`config.mk`:
```
export PLATFORM = sky130hd
export DESIGN_NAME = flash_loader_flat
export DESIGN_NICKNAME = d
export VERILOG_FILES = /design/src/common/hack_pkg.sv /design/src/common/prog_mem_if.sv /design/src/hw/flash_loader/flash_loader.sv /design/src/flat_wrapper.sv
export SDC_FILE = /design/constraint.sdc
export NUM_CORES = 1
export LEC_CHECK = 0
export ABC_AREA = 1
export BUFFER_PORTS_ARGS = -buffer_cell sky130_fd_sc_hd__buf_4
export CORE_ASPECT_RATIO = 0.8
export CORE_MARGIN = 2
export CORE_UTILIZATION = 55
export CTS_CLUSTER_DIAMETER = 100
export DETAILED_ROUTE_END_ITERATION = 16
export GPL_TIMING_DRIVEN = 0
export PLACE_DENSITY_LB_ADDON = 0.08
export REMOVE_ABC_BUFFERS = 1
export SETUP_SLACK_MARGIN = 0.5
export SKIP_LAST_GASP = 1
export SLEW_MARGIN = 20
export SYNTH_ARGS = -nofsm -noshare
export SYNTH_HDL_FRONTEND = slang
export SYNTH_SLANG_ARGS = --single-unit
export TNS_END_PERCENT = 1
```
`constraint.sdc`:
```
create_clock -name CLK -period 4.05 [get_ports CLK]
set_clock_uncertainty 0.2 [all_clocks]
set_input_delay 0.6075 -clock CLK [delete_from_list [all_inputs] [get_ports CLK]]
set_output_delay 0.6075 -clock CLK [all_outputs]
set_load 0.005 [all_outputs]
```
`src/common/hack_pkg.sv`:
```
package hack_pkg;

  //////////////////////////////////////////////////////////////////////
  // Words, addresses and memory size
  //////////////////////////////////////////////////////////////////////

  typedef logic [15:0] word_t;
  typedef logic [14:0] addr_t;

  // 32K words in each memory
  localparam int mem_depth = 32768;

  // One instruction word, read as A form or C form
  // Top bit picks the form: 0 for A, 1 for C
  typedef union packed {
    struct packed {
      logic        op;
      logic [14:0] value;
    } a_instr;
    struct packed {
      logic       op;
      logic [1:0] unused;
      // Selects M instead of A as the y operand
      logic       a;
      // zx nx zy ny f no
      logic [5:0] alu;
      // A D M
      logic [2:0] dest;
      // lt eq gt
      logic [2:0] jump;
    } c_instr;
  } hack_instr_t;

  //////////////////////////////////////////////////////////////////////
  // Boot image and SPI flash
  //////////////////////////////////////////////////////////////////////

  // Words in the program image
  localparam int boot_words = 16;

  localparam logic [23:0] flash_read_offset = 24'h100000;
  localparam logic [7:0]  flash_reset_cmd_1 = 8'h66;
  localparam logic [7:0]  flash_reset_cmd_2 = 8'h99;
  localparam logic [7:0]  flash_read_cmd    = 8'h03;

  // System clocks per SCK half period
  localparam int flash_half_period = 8;
  // Idle clocks with ssb high after the reset commands
  localparam int flash_reset_wait  = 400;

  // Loader phases
  localparam logic [2:0] ph_reset_1   = 3'd0;
  localparam logic [2:0] ph_reset_2   = 3'd1;
  localparam logic [2:0] ph_wait      = 3'd2;
  localparam logic [2:0] ph_read_cmd  = 3'd3;
  localparam logic [2:0] ph_read_data = 3'd4;
  localparam logic [2:0] ph_done      = 3'd5;

  // Loader frame states
  localparam logic [1:0] fr_select   = 2'd0;
  localparam logic [1:0] fr_shift    = 2'd1;
  localparam logic [1:0] fr_stop     = 2'd2;
  localparam logic [1:0] fr_unselect = 2'd3;

  //////////////////////////////////////////////////////////////////////
  // Run loop and UART
  //////////////////////////////////////////////////////////////////////

  // Data address mirrored to the UART
  localparam addr_t tx_address = 15'd24577;

  // UART bit time in system clocks
  localparam int clocks_per_bit = 104;

  // Sequencer states
  localparam logic [3:0] sq_idle    = 4'd0;
  localparam logic [3:0] sq_fetch   = 4'd1;
  localparam logic [3:0] sq_operand = 4'd2;
  localparam logic [3:0] sq_instr   = 4'd3;
  localparam logic [3:0] sq_in_m    = 4'd4;
  localparam logic [3:0] sq_step    = 4'd5;
  localparam logic [3:0] sq_capture = 4'd6;
  localparam logic [3:0] sq_write   = 4'd7;
  localparam logic [3:0] sq_send    = 4'd8;
  localparam logic [3:0] sq_busy    = 4'd9;

endpackage

```
`src/common/prog_mem_if.sv`:
```
interface prog_mem_if;
  import hack_pkg::*;

  // One requester's view of program memory
  addr_t addr;
  word_t wdata;
  logic  we;
  // Registered read data, one clock after addr
  word_t rdata;

  modport requester (
    output addr, wdata, we,
    input  rdata
  );

  modport arbiter (
    input  addr, wdata, we,
    output rdata
  );

endinterface

```
`src/hw/flash_loader/flash_loader.sv`:
```
module flash_loader (
  input  logic          CLK,
  input  logic          rst_n,
  input  logic          miso,
  output logic          sck,
  output logic          ssb,
  output logic          mosi,
  prog_mem_if.requester mem,
  output logic          boot_done
);
  import hack_pkg::*;

  // SCK divider
  logic                                 sck_run;
  logic [$clog2(flash_half_period)-1:0] div_cnt;
  logic                                 sck_edge;
  logic                                 sck_fall;

  // Phase and frame FSMs
  logic [2:0]                          phase;
  logic [1:0]                          frame;
  logic [4:0]                          bit_cnt;
  logic                                last_bit;
  logic [$clog2(flash_reset_wait)-1:0] wait_cnt;

  // Shift registers and word assembly
  logic [31:0] frame_word;
  logic [31:0] shift_out;
  logic [7:0]  shift_in;
  logic [7:0]  high_byte;
  logic        have_high;
  addr_t       word_cnt;

  //////////////////////////////////////////////////////////////////////
  // SCK generation
  //////////////////////////////////////////////////////////////////////

  assign sck_edge = sck_run && (int'(div_cnt) == flash_half_period - 1);
  assign sck_fall = sck_edge && sck;

  // SCK parks low whenever the divider is stopped
  always_ff @(posedge CLK) begin
    if (!rst_n || !sck_run) begin
      sck     <= 1'b0;
      div_cnt <= '0;
    end else if (sck_edge) begin
      sck     <= ~sck;
      div_cnt <= '0;
    end else begin
      div_cnt <= div_cnt + 1'b1;
    end
  end

  //////////////////////////////////////////////////////////////////////
  // Command framing and image shift-in
  //////////////////////////////////////////////////////////////////////

  // Bits sent in the current frame, MSB first
  always_comb begin
    case (phase)
      ph_reset_1: frame_word = {flash_reset_cmd_1, 24'h0};
      ph_reset_2: frame_word = {flash_reset_cmd_2, 24'h0};
      default:    frame_word = {flash_read_cmd, flash_read_offset};
    endcase
  end

  // Command plus address is one 32-bit chunk and everything else is a byte
  assign last_bit = (phase == ph_read_cmd) ? (bit_cnt == 5'd31) : (bit_cnt == 5'd7);

  always_ff @(posedge CLK) begin
    if (!rst_n) begin
      phase     <= ph_reset_1;
      frame     <= fr_select;
      ssb       <= 1'b1;
      mosi      <= 1'b0;
      sck_run   <= 1'b0;
      bit_cnt   <= '0;
      wait_cnt  <= '0;
      word_cnt  <= '0;
      have_high <= 1'b0;
      mem.we    <= 1'b0;
      boot_done <= 1'b0;
    end else begin
      // Write enable is a single-cycle pulse
      mem.we <= 1'b0;
      case (phase)
        ph_wait: begin
          // Flash needs idle time after its reset
          if (int'(wait_cnt) == flash_reset_wait - 1) begin
            wait_cnt <= '0;
            phase    <= ph_read_cmd;
          end else begin
            wait_cnt <= wait_cnt + 1'b1;
          end
        end
        ph_done: begin
          // Image loaded and the loader parks here until reset
          boot_done <= 1'b1;
        end
        default: begin
          case (frame)
            fr_select: begin
              ssb       <= 1'b0;
              sck_run   <= 1'b1;
              bit_cnt   <= '0;
              // First bit goes out before the first rise
              mosi      <= frame_word[31];
              shift_out <= frame_word << 1;
              frame     <= fr_shift;
            end
            fr_shift: begin
              // Flash has sampled on the rise so move to the next bit
              if (sck_fall) begin
                mosi      <= shift_out[31];
                shift_out <= shift_out << 1;
                shift_in  <= {shift_in[6:0], miso};
                bit_cnt   <= bit_cnt + 1'b1;
                if (last_bit) begin
                  sck_run <= 1'b0;
                  frame   <= fr_stop;
                end
              end
            end
            fr_stop: begin
              bit_cnt <= '0;
              case (phase)
                ph_read_cmd: begin
                  // Address sent so keep ssb low and start the first byte
                  phase   <= ph_read_data;
                  sck_run <= 1'b1;
                  frame   <= fr_shift;
                end
                ph_read_data: begin
                  have_high <= ~have_high;
                  if (!have_high) begin
                    // Big-endian so the high byte arrives first
                    high_byte <= shift_in;
                    sck_run   <= 1'b1;
                    frame     <= fr_shift;
                  end else begin
                    mem.addr  <= word_cnt;
                    mem.wdata <= {high_byte, shift_in};
                    mem.we    <= 1'b1;
                    word_cnt  <= word_cnt + 1'b1;
                    if (int'(word_cnt) == boot_words - 1) begin
                      frame <= fr_unselect;
                    end else begin
                      sck_run <= 1'b1;
                      frame   <= fr_shift;
                    end
                  end
                end
                default: frame <= fr_unselect;
              endcase
            end
            fr_unselect: begin
              ssb   <= 1'b1;
              frame <= fr_select;
              case (phase)
                ph_reset_1: phase <= ph_reset_2;
                ph_reset_2: phase <= ph_wait;
                default:    phase <= ph_done;
              endcase
            end
          endcase
        end
      endcase
    end
  end

endmodule

```
`src/flat_wrapper.sv`:
```
// flat-port wrapper written by rule: the top's interface ports become plain ports
module flash_loader_flat import hack_pkg::*;
  (CLK, rst_n, miso, sck, ssb, mosi, boot_done, mem_addr, mem_wdata, mem_we, mem_rdata);
  prog_mem_if mem_i ();
  input  logic CLK;
  input  logic rst_n;
  input  logic miso;
  output logic sck;
  output logic ssb;
  output logic mosi;
  output logic boot_done;
  output wire logic [$bits(mem_i.addr)-1:0] mem_addr;
  output wire logic [$bits(mem_i.wdata)-1:0] mem_wdata;
  output wire logic [$bits(mem_i.we)-1:0] mem_we;
  input wire logic [$bits(mem_i.rdata)-1:0] mem_rdata;
  assign mem_addr = mem_i.addr;
  assign mem_wdata = mem_i.wdata;
  assign mem_we = mem_i.we;
  assign mem_i.rdata = mem_rdata;
  flash_loader u_core (.CLK(CLK), .rst_n(rst_n), .miso(miso), .sck(sck), .ssb(ssb), .mosi(mosi), .mem(mem_i), .boot_done(boot_done));
endmodule
```
# ---- After elaboration in Yosys (flattened, before gate mapping)
# Index checks and enable logic that the tools add are counted.
dict set report op_classes {
  eq_ne 19
  addsub 4
  n_reduce_logical 28
  n_bitwise 7
  muxes 28
}
# operator count
set ops {}
lappend ops {{one-hot mux 32 bit (2 select lines)} 2}
lappend ops {{2-to-1 mux 32 bit} 1}
lappend ops {{one-hot mux 3 bit (2 select lines)} 3}
lappend ops {{AND reduction 4 bit} 4}
lappend ops {{adder 15 x 1 -> 15 bit (second input constant)} 1}
lappend ops {{equality test 15 x 5 -> 1 bit (second input constant)} 1}
lappend ops {{AND reduction 3 bit} 4}
lappend ops {{one-hot mux 5 bit (2 select lines)} 1}
lappend ops {{AND reduction 5 bit} 2}
lappend ops {{adder 9 x 1 -> 9 bit (second input constant)} 1}
lappend ops {{equality test 9 x 8 -> 1 bit (second input constant)} 1}
lappend ops {{2-to-1 mux 9 bit} 1}
lappend ops {{2-to-1 mux 2 bit} 4}
lappend ops {{one-hot mux 2 bit (4 select lines)} 1}
lappend ops {{2-to-1 mux 1 bit} 7}
lappend ops {{NOT 1 bit} 7}
lappend ops {{equality test 3 x 1 -> 1 bit (second input constant)} 2}
lappend ops {{equality test 3 x 2 -> 1 bit (second input constant)} 2}
lappend ops {{equality test 3 bit (second input constant)} 2}
lappend ops {{2-to-1 mux 3 bit} 2}
lappend ops {{inequality test 2 x 1 -> 1 bit (second input constant)} 3}
lappend ops {{inequality test 3 x 1 -> 1 bit (second input constant)} 2}
lappend ops {{one-hot mux 1 bit (2 select lines)} 3}
lappend ops {{AND reduction 6 bit} 1}
lappend ops {{other kinds (20)} 28}
dict set report word_totals {
  reg_bits 123
  out_inout_bits 36
  word_cells 104
  inputBits 19
}

# ---- Depth between registers and ports, before layout
dict set report logic_depth {
  word_depth 5
  ltp_mapped 11
  mapped_depth_nobuf 10
}

# ---- Least setup slack after synthesis
# No wires, ideal clock.
dict set report synth_timing {
  path_type {register to register}
  from {register u_core.frame[0]}
  to {register u_core.mem.addr[0] (enable)}
  setup_time_ns 0.419
  stages_incl_launch_ff 6
  setup_slack_ns 1.062
  arrival_time_ns 2.369
  cell_sequence {dfxtp_1 inv_1 ha_1 nand3_4 buf_6 nor2_1}
}
dict set report synth_between {
  elab_chain_cells 2
}
# element line
set synth_lines {}
lappend synth_lines {{from (decl)} flash_loader.sv:21} ;# logic [1:0] frame;
lappend synth_lines {{from (signal assigned)} flash_loader.sv:73} ;# frame <= fr_select;
lappend synth_lines {{from (signal assigned)} flash_loader.sv:109} ;# frame <= fr_shift;
lappend synth_lines {{from (signal assigned)} flash_loader.sv:120} ;# frame <= fr_stop;
lappend synth_lines {{equality test 2 bit} flash_loader.sv:101} ;# case (frame)
lappend synth_lines {{AND reduction 5 bit (no line)} -}
lappend synth_lines {{to (signal assigned)} flash_loader.sv:141} ;# mem.addr <= word_cnt;
lappend synth_lines {{to (decl)} prog_mem_if.sv:12} ;# output addr, wdata, we,
# No other way between the ends.
# A chain may end at the register's enable or synchronous reset.

# ---- Final worst setup path
dict set report layout_timing {
  from {register u_core.frame[1]}
  to {register u_core.shift_out[29] (enable)}
}
dict set report layout_between {
  elab_chain_cells 3
  word_cells_on_any_way 5
  cone_classes {eq/ne (2); reduce/logical (3)}
}
# element line
set layout_lines {}
lappend layout_lines {{equality test 2 x 1 -> 1 bit or zero test 2 bit (tied branches)} flash_loader.sv:101}
lappend layout_lines {{inequality test 2 x 1 -> 1 bit (no line) or nonzero test 2 bit (tied branches)} -}
lappend layout_lines {{AND reduction 4 bit (no line) *} -}
lappend layout_lines {{to (signal assigned)} flash_loader.sv:108} ;# shift_out <= frame_word << 1;
lappend layout_lines {{to (signal assigned)} flash_loader.sv:115} ;# shift_out <= shift_out << 1;
lappend layout_lines {{to (decl)} flash_loader.sv:28} ;# logic [31:0] shift_out;
# Mark *: on every way between the ends. The rest lies on a longest branch, timed or not.

==> results.txt <==
The run finished with clean final reports. The mapped netlist covers 4200 µm². Input and output buffers added on the ports amount to 38. Once the floorplan was initialized, standard cells occupied 56.9% of the core. Leaving out fill and tap cells, the most frequent cell in the layout is nand2_1. The number of search-and-repair iterations in the first detailed-routing pass came out at 5. The switching share of power is 32.9%. The layout has 591 filler cells. The maximum number of pins on one net before global-route repair came out at 22.

Leaving out fill and tap cells, the most frequent cells in the layout are nand2_1, edfxtp_1, nor2_1, dfxtp_1, inv_1. The count of mapped cells out of synthesis is 414. The wire length per cell after detailed routing is 11.9 µm. After clock tree synthesis, the setup repair step added 0 buffers. The most used flip-flop cell after synthesis is edfxtp_1. The die boundary height is 82.2 µm. The path class of the tightest hold or removal check is input port to flop.

The HPWL after detailed placement is 4790 µm. The critical path in this run is classified as flop to flop. Buffers inserted to repair hold after CTS numbered 0. The worst slew slack as a fraction of its limit came out at 39.1%. The number of DRC violations after detailed routing came out at 0. At the later pin of the worst-skew pair, clock insertion delay measures 0.37 ns. The row count is 28. Sequential cells burn 52.9% of the power. In this run the remaining antenna-violating nets after routing total 0. Yosys mapped a number of flops with a built-in enable equal to 58. The tree is rooted in a clkbuf_8.

The first global-routing pass estimated 11200 µm of wire. The top-level port count is 55. The worst register-to-register path ends at u_core.shift_out[29]. The design draws 2.45 mW.

The area growth from synthesis to final layout is 15.0%. In the finished design, the share of the clock period the worst path needs comes to 66.9%. After routing, the total negative slack on setup checks comes to 0 ns. The largest individual stage delay along the critical path comes from the cell nor2_1. The reported max-cap violation count came out at 0. The number of antenna violations at the first check in global routing came out at 0. The number of unique standard cell types used by synthesis is 39. The floorplan die area came out at 8360 µm². The upper clock frequency limit is 369 MHz.

The hold violation total from the final report is 0. TritonCTS built the clock tree. The element type at the critical path start is a flop. The slack of the worst reg-to-reg path came out at 1.34 ns. The warning count from the yosys run is 0. The number of clock buffers inserted by TritonCTS is 9. The fraction of synthesis flops using an asynchronous set or reset pin is 0%.

The path with the worst hold slack has its endpoint at u_core.shift_in[0]. The worst-margin pin slew is 0.910 ns. The placeable core region came out at 7390 µm². The data required time of the worst path is 3.85 ns. After clock tree synthesis, the clock-pin slew on the worst setup and hold paths is 0.10 ns. Along the worst hold path, the cell count comes to 1.

The share of the Yosys chip area taken by registers is 62.4%. The overall track demand over capacity in global routing came out at 17.5%. The maximum vdd ir drop is 0.000393 V.

The critical path's largest stage delay is 0.71 ns. The detailed router finished its first iteration with 99 violations. Setup repair after global routing left no endpoint under its margin. The number of vias per cell came out at 4.98.

The total of endpoints with negative setup slack in the final report is 0. The routed design has 6770 µm of wire. Of the total power, combinational logic draws 21.4%. The worst hold margin is 0.217 ns. The beginning of the worst hold path is miso. The power per cell area is 507 nW/µm². In this run the horizontal extent of the chip is 102 µm. No sink is reached through more buffers than the 2 on the longest clock path. Walking the worst path, the cells encountered are inv_1 > ha_1 > nand2_1 > nand2_2 > inv_2 > o21ai_2 > nor2_1. The total via count after detailed routing is 2822. The sort of element at the end of the critical path is a flop. The max-slew violation count is 0. The internal portion of the total power is 1.64 mW. The number of sinks driven by the clock tree is 102. In the final layout, the share of cells above drive strength 1 is 19.0%. At the end of the flow the core is filled with cells to 65.4%.

The depth of the worst register-to-register path is 7. In this run the critical register-to-register path is launched from u_core.frame[1]. The area taken by multi-input logic gates is 1380 µm². 0 antenna diodes ended up in the layout. The highest fanout seen on the critical path is 18. The leakage power figure is 1.80 nW. The number of nets in the layout is 486.

The total area of sequential cells came out at 2620 µm². The average instance area after synthesis is 10.2 µm². The reported net switching power is 0.807 mW. The via count of the first global-routing pass came to 2466. Summed over all layers, the global routing overflow is 0. The post-cts resize count is 0. Data on the critical path arrives at its endpoint at 2.51 ns. The share of power burned in the clock network is 25.7%. For the finished layout, the period the worst path requires is 2.71 ns.

The synthesized design contains 102 register bits. The final weighted congestion of routability-driven global placement came out at 0.813. The H-tree was split into 3 levels.
how the worst max path moves through the flow:
| stage | start | to | slack (ns) |
|---|---|---|---|
| 4_1_cts | u_core.frame[1] | u_core.shift_in[0] | 1.18 |
| 5_1_grt | u_core.frame[1] | u_core.shift_out[29] | 1.13 |
| 3_5_place_dp | u_core.frame[1] | u_core.shift_in[3] | 1.18 |
| 2_1_floorplan | u_core.frame[0] | u_core.mem.addr[0] | 1.13 |
| 3_3_place_gp | u_core.frame[0] | u_core.mem.wdata[15] | 0.38 |
| 6_report | u_core.frame[1] | u_core.shift_out[29] | 1.34 |
critical path: cells and delay by family (launching register included):
kind,cells,cell delay (ns)
flip-flops,1,0.41
AO/OA/AOI/OAI,1,0.07
buffers and inverters,2,0.21
AND/OR/NAND/NOR,3,1.03
adder cells (fa/ha/maj),1,0.42
power groups by stage:
stage,combinational [mW],clock [mW],sequential (mW)
6_report,0.524,0.631,1.30
5_1_grt,0.598,0.690,1.31
2_1_floorplan,0.405,0,1.30
3_5_place_dp,0.523,0,1.32
4_1_cts,0.527,0.650,1.30
3_3_place_gp,0.505,0,1.32
Yosys cell counts (all sizes together), types with 3 or more instances:
cell type | count | area (µm²)
xor2 | 5 | 43.8
inv | 47 | 176
o21ai | 14 | 73.8
nor2 | 59 | 249
a21oi | 26 | 130
dfxtp | 44 | 881
xnor2 | 4 | 35.0
nand2 | 86 | 335
clkbuf | 3 | 11.3
nor3 | 14 | 86.3
ha | 10 | 125
edfxtp | 58 | 1740
buf | 4 | 27.5
nand3 | 25 | 165
metrics by stage:
stage	setup slack (ns)	instances	instance area, µm²
after global routing	1.13	567	4830
after global placement	0.384	550	4580
after detailed placement	1.18	551	4620
after CTS	1.18	567	4830
after floorplan	1.13	407	4160
final	1.34	567	4830
state kept, by name (all words and copies together) (netlist names), 5 cells and up:
name,flops
u_core.mem.wdata,16
u_core.mem.addr,15
u_core.word_cnt,15
u_core.shift_out,11
u_core.wait_cnt,9
u_core.high_byte,8
u_core.shift_in,8
u_core.bit_cnt,5
area by class of cell:
| cell class | instances | share of cell area, % |
|---|---|---|
| Clock buffer | 9 | 2.56 |
| Sequential cell | 102 | 54.3 |
| Timing Repair Buffer | 39 | 6.47 |
| Tap cell | 105 | 2.72 |
| Clock inverter | 7 | 1.73 |
| Multi-Input combinational cell | 257 | 28.5 |
| Inverter | 48 | 3.75 |
metal layers:
layer	GRT usage [%]	share of wire (%)	vias up
li1	-	-	1461
met1	24.8	49	1298
met2	26.3	46	59
met3	4.88	4.4	4
met4	5.27	0.59	0
met5	0	0	-
cells by family after synthesis:
kind of cell               count (synthesis)  synth area share, %
AOI/OAI and AO/OA                         46                 5.98
buffers and inverters                     55                 5.24
DFF                                      102                 62.4
adders and majority gates                 10                 2.98
and+or+nand+nor                          192                 21.5
xor gates and xnor gates                   9                 1.88
(Power assumes the default switching activity.)
